--- src/common/obj_pkg.sv ---
/*
  object side type definitions
  - object table entry and the scanner to draw engine request
  - scanner and draw engine FSM states
  - bounds of the visible horizontal window
*/
`default_nettype none

package obj_pkg;

    // attr holds vsub in 11..8, vflip in 6, hflip in 5 and palette in 4..0
    typedef struct packed {
        logic [15:0] code;      // tile code
        logic [8:0]  vpos;      // top line of the sprite
        logic [8:0]  hpos;      // left pixel of the sprite
        logic [15:0] attr;      // vsub ignored on entry
        logic [1:0]  bank;      // graphics ROM bank
    } obj_entry_t;

    typedef struct packed {
        logic [15:0] code;
        logic [15:0] attr;      // vsub holds the tile row
        logic [8:0]  hpos;
        logic [1:0]  bank;
    } obj_req_t;

    typedef enum logic [1:0] {
        S_IDLE,                 // waiting for the first line
        S_SCAN,                 // testing one entry per cycle
        S_WAIT_DRAW,            // object handed over
        S_DONE                  // line complete
    } scan_state_e;

    typedef enum logic [1:0] {
        D_IDLE,
        D_FETCH,                // waiting on rom_ok
        D_DRAW                  // eight pixel writes
    } draw_state_e;

    // object drawn only when hpos lies strictly inside
    localparam logic [8:0] HPOS_MIN = 9'h030;
    localparam logic [8:0] HPOS_MAX = 9'h1c0;

endpackage

`default_nettype wire

--- src/obj/obj_line_scan.sv ---
/*
  object table and line scanner
  - register array written by the host one entry per cycle
  - walks the table on line_start and finds objects covering the line
  - computes the tile row, applies vflip, hands each hit to the draw engine
*/
`default_nettype none

module obj_line_scan import obj_pkg::*; #(
    parameter int OBJ_COUNT = 16
) (
    input  logic                         clk,
    input  logic                         rst,
    input  logic                         tbl_we,
    input  logic [$clog2(OBJ_COUNT)-1:0] tbl_addr,
    input  obj_entry_t                   tbl_entry,
    input  logic                         line_start,
    input  logic [8:0]                   line_num,
    input  logic                         idle,
    output obj_req_t                     req,
    output logic                         start,
    output logic                         scan_done
);

    localparam int IDX_W = $clog2(OBJ_COUNT);

    obj_entry_t       tbl [OBJ_COUNT];
    obj_entry_t       cur;
    scan_state_e      state;
    logic [IDX_W-1:0] idx;
    logic [8:0]       line_q;
    logic [8:0]       vdiff;
    logic [3:0]       row;
    logic             hit;
    logic             last_idx;
    logic             issue;

    assign cur      = tbl[idx];
    assign vdiff    = line_q - cur.vpos;            // wraps modulo 512
    assign hit      = vdiff[8:4] == 5'd0;           // 16 lines tall
    assign row      = cur.attr[6] ? ~vdiff[3:0] : vdiff[3:0];
    assign last_idx = idx == IDX_W'(OBJ_COUNT - 1);
    assign issue    = state == S_SCAN && !line_start && idle && hit;

    // table writes and the latched line number
    always_ff @(posedge clk) begin
        if (tbl_we) begin
            tbl[tbl_addr] <= tbl_entry;
        end
        if (line_start) begin
            line_q <= line_num;
        end
    end

    // request held stable until the next hit
    always_ff @(posedge clk) begin
        if (issue) begin
            req.code <= cur.code;
            req.attr <= {cur.attr[15:12], row, cur.attr[7:0]};
            req.hpos <= cur.hpos;
            req.bank <= cur.bank;
        end
    end

    always_ff @(posedge clk or posedge rst) begin
        if (rst) begin
            state     <= S_IDLE;
            idx       <= '0;
            start     <= 1'b0;
            scan_done <= 1'b0;
        end else begin
            start <= 1'b0;
            if (line_start) begin
                state     <= S_SCAN;
                idx       <= '0;
                scan_done <= 1'b0;
            end else begin
                case (state)
                    S_SCAN: begin
                        if (issue) begin
                            start <= 1'b1;
                            state <= S_WAIT_DRAW;
                        end else if (idle) begin
                            if (last_idx) begin
                                state     <= S_DONE;
                                scan_done <= 1'b1;
                            end else begin
                                idx <= idx + 1'b1;
                            end
                        end
                    end
                    S_WAIT_DRAW: begin
                        // idle still high right after start means rejected
                        if (!start && idle) begin
                            if (last_idx) begin
                                state     <= S_DONE;
                                scan_done <= 1'b1;
                            end else begin
                                idx   <= idx + 1'b1;
                                state <= S_SCAN;
                            end
                        end
                    end
                    default: ;                       // S_IDLE and S_DONE hold
                endcase
            end
        end
    end

    // draw engine must never see a start while busy
    a_start_when_idle: assert property (
        @(posedge clk) disable iff (rst) start |-> idle
    );

endmodule

`default_nettype wire

--- config.mk ---
export PLATFORM = sky130hd
export DESIGN_NAME = obj_line_scan
export DESIGN_NICKNAME = d
export VERILOG_FILES = /design/src/common/obj_pkg.sv /design/src/obj/obj_line_scan.sv
export SDC_FILE = /design/constraint.sdc
export NUM_CORES = 1
export LEC_CHECK = 0
export ABC_AREA = 1
export BUFFER_PORTS_ARGS = -buffer_cell sky130_fd_sc_hd__buf_2
export CORE_MARGIN = 2
export CORE_UTILIZATION = 56
export CTS_BUF_LIST = sky130_fd_sc_hd__clkbuf_16
export DETAILED_ROUTE_END_ITERATION = 8
export PLACE_DENSITY = 0.76
export RECOVER_POWER = 25
export SKIP_CTS_REPAIR_TIMING = 1
export SYNTH_ARGS = -nofsm -noshare
export SYNTH_HDL_FRONTEND = slang
export SYNTH_SLANG_ARGS = --single-unit
--- constraint.sdc ---
create_clock -name clk -period 3.95 [get_ports clk]
set_input_delay 0.79 -clock clk [delete_from_list [all_inputs] [get_ports clk]]
set_output_delay 0.79 -clock clk [all_outputs]
set_load 0.01 [all_outputs]
==> metrics.txt <==
router iterations before antenna repair=5; proportion of synthesized area in mux cells=0%; worst vdd ir=381 uV; CP startpoint kind=flop; CP endpoint kind=flop; first-pass GRT wire length=116000 microns; largest family of logic cells by synthesized area=compound AO/OA/AOI/OAI gates; initial antenna violation count=6; P per Cell Area=629 mW/mm^2; Iter 0 DRT Violations=between 2k and 2.5k; Period Utilization, post-route=95.4%; pin count of the biggest net entering global routing=roughly 120; Rel. slew slack=16.7%; Final min period=3.77 ns; Post-Synth XOR/XNOR Area=0.245%; Required @ worst endpoint=4.27 ns; Setup Skew=0.0219 ns; worst skew pair latency=about 0.64 ns; PortBufs=110; Reg2Reg Depth=19; Post-Synth Adder-Cell Area=less than 1%; WL per Instance=around 24 microns; CP Max Fanout=18; via count=a little over 20k; vias in the first global route=20.2k; Slew Viols, Final=0; htree depth=3; post-route cell area=between 0.03 and 0.04 sq mm; syn nets=2396; post-layout util=64.5%; global-route usage over all layers=25.9%; total gr overflow=0; # rows=87; Mapped Area=around 0.032 sq mm; die area=0.0594 sq mm; Setup Crit Path Kind=flop to flop; initial core utilization=a little under three fifths; vias per std cell=between 6 and 7; HP Class=input port to asynchronous set/reset pin; Seq/Total Area, Yosys=77.2%; number of synthesis warnings=0; die height=244 microns; # nets final=2505; DP Area=0.0337 sq mm; number of CTS-inserted buffers=82; Sink Count=828; Fin Setup TNS=0 ns; Post-Syn Area per Cell=13.9 sq um; Synth Instances=2314; Die X-Extent=244 microns; Clock Path Buffers=3; outcome=finished, final reports clean; simple logic cell fraction of the synthesized area=8.26%; GPL Wtd Cong=~0.81; DP Wirelength=38300 microns; Core Box Area=~0.057 sq mm; CTS tree=built; I/O Pins=roughly 120; Compound-Gate Fraction of Synth Area=11.1%; share of layout cells above drive strength 1=12.4%; # DRC=0; Post-DRT Antenna Nets=0; crit path DAT=4.09 ns; Pleak=around 12 nW; clock slew at the register clock pins of the worst setup and hold paths=0.06 ns; drt total wl=78500 microns; Max Fclk=between 0.2 and 0.3 GHz; Yosys cell types=34; final hold viol count=0; register bit count reported by yosys=828; Max Cap Viol=0; Synth-to-Final Area Change=13.5%; Slew @ Worst Pin=between 1 and 1.5 ns; root buffer cell=clkbuf_16; final setup vio count=0
==> through the flow <==
step,power (mW),hold slack [ns],setup WS (ns),instances
6_report,23.0,0.108,0.183,3247
5_1_grt,23.9,0.147,-0.0111,3246
4_1_cts,22.8,0.120,-0.0811,3233
3_5_place_dp,15.3,0.459,-0.0382,3084
3_3_place_gp,15.0,0.457,0.0953,3084
2_1_floorplan,13.9,0.441,0.0822,2314
==> Yosys cell counts (all sizes together) <==
master / n / area (sq um)
buf: 72 / 423
o21ai: 384 / 1920
ha: 11 / 138
edfxtp: 820 / 24600
nand2: 153 / 589
nor2: 408 / 1530
clkbuf: 81 / 304
nand3: 89 / 493
xor2: 4 / 35.0
o211ai: 20 / 150
o22ai: 115 / 719
nand3b: 5 / 37.5
o21a: 1 / 7.51
clkinv: 1 / 3.75
xnor2: 5 / 43.8
inv: 43 / 164
a31oi: 3 / 18.8
o221ai: 72 / 631
a21oi: 10 / 50.1
a221oi: 6 / 52.6
or2: 1 / 6.26
dfrtp: 8 / 200
a22o: 1 / 8.76
fa: 1 / 20.0
==> where the power goes <==
part	internal, mW	leakage [nW]	switching (mW)	total (mW)
registers	10.0	7.51	0.0819	10.1
clock network	4.39	1.36	3.21	7.60
logic	1.64	3.17	3.64	5.27
total	16.0	12.0	6.93	23.0
==> final timing paths <==
path / start / end / slack [ns]
min in group clk: line_num[7] / line_q[7] / 0.33
max in group asynchronous: rst / idx[0] / 3.57
min: rst / idx[2] / 0.11
min reg2reg: state[1] / state[1] / 0.47
max: idx[0] / req[37] / 0.18
max reg2reg: idx[0] / req[37] / 0.18
==> sequential cells by signal (all words and copies together) (netlist names) <==
register   flops
start          1
idx            4
req           43
line_q         9
scan_done      1
tbl          768
state          2
==> kinds of logic after synthesis <==
group | Yosys count
AO/OA/AOI/OAI | 612
XOR/XNOR | 9
adder cells (fa/ha/maj) | 12
buffers and inverters | 197
flip-flops | 828
AND/OR/NAND/NOR | 656
==> cell usage in the layout, fill, tap and decap left out, types with 2 or more instances in the layout <==
cell type and n:
a21oi_1 9, a221oi_2 5, a31oi_2 2, buf_12 17, buf_2 76, buf_4 46, buf_6 2, bufinv_16 8
clkbuf_1 34, clkbuf_16 86, clkinv_1 17, clkinv_2 16, clkinv_8 4, clkinvlp_4 4, dfrtp_1 5, dfrtp_4 2
diode_2 3, edfxtp_1 820, ha_1 11, inv_1 54, inv_2 2, inv_6 3, nand2_1 148, nand2_2 4
nand3_1 81, nand3_2 7, nand3b_1 5, nor2_1 390, nor2_4 17, o211ai_1 20, o21ai_0 292, o21ai_1 92
o221ai_1 72, o22ai_1 115, xnor2_1 5, xor2_1 4
==> worst max-delay path, stage by stage, from the launching register on <==
cell        delay, ns
dfrtp_4          0.54
buf_4            0.18
buf_4            0.19
o21ai_0          0.26
o221ai_1         0.16
nand2_1          0.11
nor2_1           0.05
a221oi_2         0.28
ha_1             0.35
a21oi_1          0.15
nand2_1          0.13
nand2_1          0.11
nand3_1          0.07
nand2_1          0.10
nand3_1          0.09
nor2_2           0.13
nand3_4          0.11
clkinvlp_4       0.09
buf_12           0.15
buf_12           0.20
==> area by class of cell <==
cell class,count,area (sq um)
Fill cell,3852,20100
Clock buffer,84,2100
Tap cell,756,946
Antenna cell,3,7.51
Clock inverter,65,538
Inverter,44,184
Sequential cell,828,24800
Multi-Input combinational cell,1289,6630
Timing Repair Buffer,178,1280
==> per-layer routing <==
layer / vias up / wire [microns] / GRT usage [%]
met5: - / 28 / 0
met4: 6 / 2410 / 11.4
li1: 8926 / - / -
met1: 10100 / 30100 / 34.9
met3: 189 / 7740 / 4.94
met2: 1198 / 38200 / 41.6
Note: power is estimated with default switching activity, not from simulation.
