`config.mk`:
```
export PLATFORM = sky130hd
export DESIGN_NAME = obj_draw
export DESIGN_NICKNAME = d
export VERILOG_FILES = /design/src/common/obj_pkg.sv /design/src/common/mem_pkg.sv /design/src/obj/obj_draw.sv
export SDC_FILE = /design/constraint.sdc
export NUM_CORES = 1
export LEC_CHECK = 0
export ABC_AREA = 0
export ABC_CLOCK_PERIOD_IN_PS = 7800
export BUFFER_PORTS_ARGS = -buffer_cell sky130_fd_sc_hd__buf_2
export CORE_MARGIN = 5
export CORE_UTILIZATION = 50
export CTS_CLUSTER_DIAMETER = 80
export DETAILED_ROUTE_END_ITERATION = 8
export GPL_TIMING_DRIVEN = 0
export PLACE_DENSITY = 0.85
export SLEW_MARGIN = 20
export SYNTH_ARGS = -nofsm -noshare
export SYNTH_HDL_FRONTEND = slang
export SYNTH_SLANG_ARGS = --single-unit
export TNS_END_PERCENT = 30
```
`constraint.sdc`:
```
create_clock -name clk -period 7.8 [get_ports clk]
set_input_delay 0 -clock clk [delete_from_list [all_inputs] [get_ports clk]]
set_output_delay 0 -clock clk [all_outputs]
set_load 0.01 [all_outputs]
```
`src/common/obj_pkg.sv`:
```
/*
  object side type definitions
  - object table entry and the scanner to draw engine request
  - scanner and draw engine FSM states
  - bounds of the visible horizontal window
*/
`default_nettype none

package obj_pkg;

    // attr holds vsub in 11..8, vflip in 6, hflip in 5 and palette in 4..0
    typedef struct packed {
        logic [15:0] code;      // tile code
        logic [8:0]  vpos;      // top line of the sprite
        logic [8:0]  hpos;      // left pixel of the sprite
        logic [15:0] attr;      // vsub ignored on entry
        logic [1:0]  bank;      // graphics ROM bank
    } obj_entry_t;

    typedef struct packed {
        logic [15:0] code;
        logic [15:0] attr;      // vsub holds the tile row
        logic [8:0]  hpos;
        logic [1:0]  bank;
    } obj_req_t;

    typedef enum logic [1:0] {
        S_IDLE,                 // waiting for the first line
        S_SCAN,                 // testing one entry per cycle
        S_WAIT_DRAW,            // object handed over
        S_DONE                  // line complete
    } scan_state_e;

    typedef enum logic [1:0] {
        D_IDLE,
        D_FETCH,                // waiting on rom_ok
        D_DRAW                  // eight pixel writes
    } draw_state_e;

    // object drawn only when hpos lies strictly inside
    localparam logic [8:0] HPOS_MIN = 9'h030;
    localparam logic [8:0] HPOS_MAX = 9'h1c0;

endpackage

`default_nettype wire

```
`src/common/mem_pkg.sv`:
```
/*
  memory side type definitions
  - graphics ROM request
  - line buffer write port
  - blank and transparent pixel values
*/
`default_nettype none

package mem_pkg;

    typedef struct packed {
        logic [19:0] addr;      // tile code then row
        logic [1:0]  bank;
        logic        half;      // which 32-bit word of the row
        logic        cs;
    } rom_req_t;

    typedef struct packed {
        logic [8:0] addr;       // horizontal position
        logic [8:0] data;       // palette then colour
        logic       we;         // one-cycle strobe
    } buf_wr_t;

    // value of a cleared line buffer location
    localparam logic [8:0] PXL_BLANK = 9'h1ff;

    // this colour never reaches the line buffer
    localparam logic [3:0] COLOUR_TRANSP = 4'd15;

endpackage

`default_nettype wire

```
`src/obj/obj_draw.sv`:
```
/*
  sprite draw engine for one tile row
  - fetches two 32-bit words of eight planar 4-bit pixels from graphics ROM
  - skips words that are fully transparent
  - applies hflip and writes palette and colour to the line buffer
*/
`default_nettype none

module obj_draw import obj_pkg::*; import mem_pkg::*; (
    input  logic        clk,
    input  logic        rst,
    input  obj_req_t    req,
    input  logic        start,
    output logic        idle,
    output buf_wr_t     wr,
    output rom_req_t    rom,
    input  logic [31:0] rom_data,
    input  logic        rom_ok
);

    draw_state_e state;
    logic [31:0] pxl;           // word being shifted out
    logic [8:0]  ptr;           // next line buffer position
    logic [4:0]  pal;
    logic        hflip;
    logic        second;        // current word is the second one
    logic        wait_cycle;
    logic [2:0]  pix_cnt;
    logic        rom_good;
    logic        in_window;

    assign idle      = state == D_IDLE;
    assign rom_good  = rom_ok && !wait_cycle;       // first rom_ok after a change is stale
    assign in_window = req.hpos > HPOS_MIN && req.hpos < HPOS_MAX;

    // one bit per byte makes up a pixel
    function automatic logic [3:0] colour(input logic [31:0] w, input logic flip);
        if (flip) begin
            return {w[24], w[16], w[8], w[0]};
        end
        return {w[31], w[23], w[15], w[7]};
    endfunction

    always_ff @(posedge clk or posedge rst) begin
        if (rst) begin
            state      <= D_IDLE;
            rom        <= '0;
            wr         <= '0;
            pxl        <= '0;
            ptr        <= '0;
            pal        <= '0;
            hflip      <= 1'b0;
            second     <= 1'b0;
            wait_cycle <= 1'b0;
            pix_cnt    <= '0;
        end else begin
            wait_cycle <= 1'b0;
            wr.we      <= 1'b0;
            case (state)
                D_IDLE: begin
                    if (start && in_window) begin
                        state      <= D_FETCH;
                        rom.cs     <= 1'b1;
                        rom.addr   <= {req.code, req.attr[11:8]};
                        rom.bank   <= req.bank;
                        rom.half   <= req.attr[5];      // right half first when flipped
                        pal        <= req.attr[4:0];
                        hflip      <= req.attr[5];
                        ptr        <= req.hpos;
                        second     <= 1'b0;
                        wait_cycle <= 1'b1;
                    end
                end
                D_FETCH: begin
                    if (rom_good) begin
                        pxl <= rom_data;
                        if (!second) begin
                            // prefetch the other half while drawing
                            rom.half   <= ~rom.half;
                            wait_cycle <= 1'b1;
                        end
                        if (&rom_data) begin
                            ptr <= ptr + 9'd8;          // all transparent
                            if (second) begin
                                state  <= D_IDLE;
                                rom.cs <= 1'b0;
                            end else begin
                                second <= 1'b1;
                            end
                        end else begin
                            state   <= D_DRAW;
                            pix_cnt <= '0;
                        end
                    end
                end
                D_DRAW: begin
                    wr.we   <= 1'b1;
                    wr.addr <= ptr;
                    wr.data <= {pal, colour(pxl, hflip)};
                    ptr     <= ptr + 9'd1;
                    pix_cnt <= pix_cnt + 3'd1;
                    pxl     <= hflip ? {1'b1, pxl[31:1]} : {pxl[30:0], 1'b1};
                    if (pix_cnt == 3'd7) begin
                        if (second) begin
                            state  <= D_IDLE;
                            rom.cs <= 1'b0;
                        end else begin
                            state  <= D_FETCH;
                            second <= 1'b1;
                        end
                    end
                end
                default: state <= D_IDLE;
            endcase
        end
    end

    // writes come out of DRAW and land right of the window edge
    a_we_in_draw: assert property (
        @(posedge clk) disable iff (rst)
        wr.we |-> $past(state) == D_DRAW && wr.addr > HPOS_MIN
    );

    // ROM stays selected for the whole object
    a_cs_busy: assert property (
        @(posedge clk) disable iff (rst) state != D_IDLE |-> rom.cs
    );

endmodule

`default_nettype wire

```
==> results.md <==
* Peak fanout along the critical path at 10
* TritonCTS clock tree: built
* Status: finished, final reports clean
* Final Cycle Share at 31.3%
* Die area at approximately 0.012 mm2
* Sequential area share after synthesis at about half
* Core area at a little under 0.01 mm2
* Async set-reset flop share out of synthesis at 100%
* Most frequent cells in the layout: buf_2 (124), dfrtp_1 (97), nand2_1 (72)
* First-pass GRT wire length at between 20000 and 25000 um
* Largest net degree at the start of global routing at 80
* Ports at 123
* GRT Overall Usage at 22.4%
* CTS Root Cell: clkbuf_8
* Syn Nets at 559
* Vias in the first global route at 4481
* Switching share of total power at 41.8%
* Fin nets at 745
* P_sw at ~0.0011 W
* Grt ovf at 0
* Layout cells sized above 1 at 30.8%
* Crit path max-delay family: buffers and inverters
* Router iterations before antenna repair at 5
* Worst-margin pin slew at 0.521 ns
* Slowest cell delay on critical path at 0.47 ns
* Clk slew on worst S/H paths at around 0.1 ns
* Area grow syn2layout at 31.7%
* Max Cap Viol at 0
* Top_reg_cell synth: dfrtp_1
* Tmin final at 2.44 ns
* CTS Buffer Depth at 2
* Worst path cell trace: inv_1 > ha_1 > clkbuf_1 > clkbuf_1 > a21oi_1 > o311ai_0 > o21ai_0 > o21ai_0
* Slew Limit Fails at 0
* Power Dens Cells at between 300 and 400 mW/mm2
* Sink Count at 97
* Initial antenna violation count at 0
* #FFs+latches synth at 97
* Leakage power at 2.99 nW
* RSZ-0062 raised after global routing: false
* IO Port Bufs at 116
* Critical Path AT at roughly 2.7 ns
* Iteration-0 DRC Markers at 258
* WP buf/inv at 3
* Sequential power share at 36.5%
* Dpl hpwl at 9010 um
* Post-CTS setup buffer count at 0
* Combinational power share at 50.3%
* Final Util at approximately 67%
* Insertion delay of the later-clocked pin in the worst-skew pair at 0.37 ns
* Max Fclk at around 400 MHz
* Worst path slowest cell: clkbuf_1
* Worst hold path type: input port to flop
* H-tree levels at 3
* Row cnt at 36
* Drt drc at 0
* Final ANT Viol Nets at 0
* Die Height at 109 um
* Post-Synthesis Cells at 472
* Number of flops mapped to enable cells by yosys at 0
* Clk_skew at approximately 0.0094 ns
* Final GP Congestion at around 0.9
* Critical path class: flop to flop
* Clock network fraction of design power at 13.2%
* Detailed Route WL at 13200 um
* Pint at between 0.001 and 0.0015 W
* Synth cell types at between 50 and 60
* Rel. slew slack at about two thirds
* Inst Count DP at 722
* Startpoint types: flop
* # diodes at 0
* Initial Util at 51.0%
* Most common cell after layout, fill and taps aside: buf_2
* Avg Inst Size Synth at between 10 and 15 um2
* Die Wd at between 100 and 150 um
* Final hold violations at 0
* Layout Cells excl Fill at 796
* Worst path required time at 8.08 ns
* Post-synthesis cell area at just under 0.005 mm2
* Wire per inst at 16.5 um
* Via count at ~4400
* Final setup vio count at 0
* Total Neg Setup Slack at 0 ns
* Clock buffer count from CTS at 9
* Tot Pwr at 0.00256 W
* Warnings from Yosys at 0
* VDD IR max at roughly 0.18 mV
* Crit end category: flop
* Vias/cell at between 5 and 6
## repair_timing
| item | in CTS | in global routing |
|---|---|---|
| resized for setup | 0 | 0 |
| hold buffers | 58 | 0 |
| hold endpoints to repair | 154 | 0 |
## through the flow
stage                     hold WS (ns)  instance area, um2  setup WS (ns)
after global routing            0.0396                6500           5.11
after CTS                     0.000641                6500           5.38
final                          0.00478                6500           5.36
after detailed placement       -0.0520                5710           5.40
after global placement           0.231                5680           4.24
after floorplan                  0.151                4930           5.27
## layout make-up
cell class,instances,area (um2)
fill,726,3190
sequential,97,2430
multi-input combinational,333,2340
timing repair buffer,175,1190
tap,133,166
buffer,32,130
clock buffer,9,124
clock inverter,7,78.8
inverter,10,42.5
## worst reg2reg max path, cell delays in order (launching register included)
cell and delay (ns):
dfrtp_1 0.42, inv_1 0.09, ha_1 0.18, clkbuf_1 0.40, clkbuf_1 0.47, a21oi_1 0.12, o311ai_0 0.35, o21ai_0 0.15
o21ai_0 0.18
## sequential cells by signal, summed over array words and instances, names as in the netlist
name	count
pix_cnt	3
second	1
ptr	9
wait_cycle	1
pal	5
state	2
hflip	1
pxl	32
wr	19
rom	24
## synthesized netlist by cell type, types with 2 or more instances
master / count / share of area (%)
a21o_1: 2 / 0.30
a21oi_1: 15 / 1.5
a22o_1: 2 / 0.36
a31o_2: 2 / 0.36
a31oi_4: 2 / 0.86
a41oi_1: 3 / 0.53
and3_1: 2 / 0.25
buf_1: 7 / 0.53
buf_2: 8 / 0.81
clkbuf_1: 17 / 1.3
dfrtp_1: 97 / 49
ha_1: 8 / 2.0
inv_1: 10 / 0.76
mux2_2: 52 / 12
mux2i_1: 30 / 6.1
nand2_1: 72 / 5.5
nand2b_1: 5 / 0.63
nand3_1: 6 / 0.61
nand4_1: 8 / 1.0
nand4b_1: 2 / 0.36
nor2_1: 10 / 0.76
nor2b_1: 4 / 0.51
nor3_1: 2 / 0.20
nor4_1: 3 / 0.38
nor4_4: 2 / 0.86
o2111ai_1: 2 / 0.36
o21a_1: 2 / 0.30
o21ai_0: 71 / 7.2
o41ai_1: 4 / 0.71
## path summary, 6_finish.rpt
| kind | start | end | slack, ns | cells past startpoint |
|---|---|---|---|---|
| min reg2reg | pal[0] | wr[5] | 0.51 | 1 |
| min in group asynchronous | rst | rom[17] | 0.10 | 3 |
| max reg2reg | state[0] | ptr[7] | 5.36 | 8 |
| max | state[0] | ptr[7] | 5.36 | 8 |
| max in group asynchronous | rst | pxl[21] | 7.08 | 4 |
| min | req[10] | ptr[8] | 0.005 | 3 |
## logic make-up (layout without fill, tap and decap cells)
kind of cell,Yosys count,after routing,share of synthesized area (%)
AOI/OAI and AO/OA,119,119,14.8
muxes,82,82,18.0
buffers and inverters,42,233,3.40
xor gates and xnor gates,2,2,0.355
adders and majority gates,8,8,2.03
DFF,97,97,49.2
and+or+nand+nor,122,122,12.3
## metal layers
| metal | track usage [%] | part of all wire (%) | vias to the layer above |
|---|---|---|---|
| met2 | 36.8 | 49 | 193 |
| met3 | 4.46 | 7.4 | 35 |
| met1 | 29.0 | 40 | 2129 |
| li1 | - | - | 2066 |
| met4 | 8.90 | 3.0 | 0 |
| met5 | 0 | 0 | - |
## power by group through the flow
stage	Sequential, W	Combinational [W]	Clock, W
2_1_floorplan	0.000954	0.000853	0
3_3_place_gp	0.000925	0.00121	0
3_5_place_dp	0.000942	0.00125	0
4_1_cts	0.000932	0.00129	0.000345
5_1_grt	0.000969	0.00143	0.000368
6_report	0.000937	0.00129	0.000338
Power figures use the tool's default switching activity.
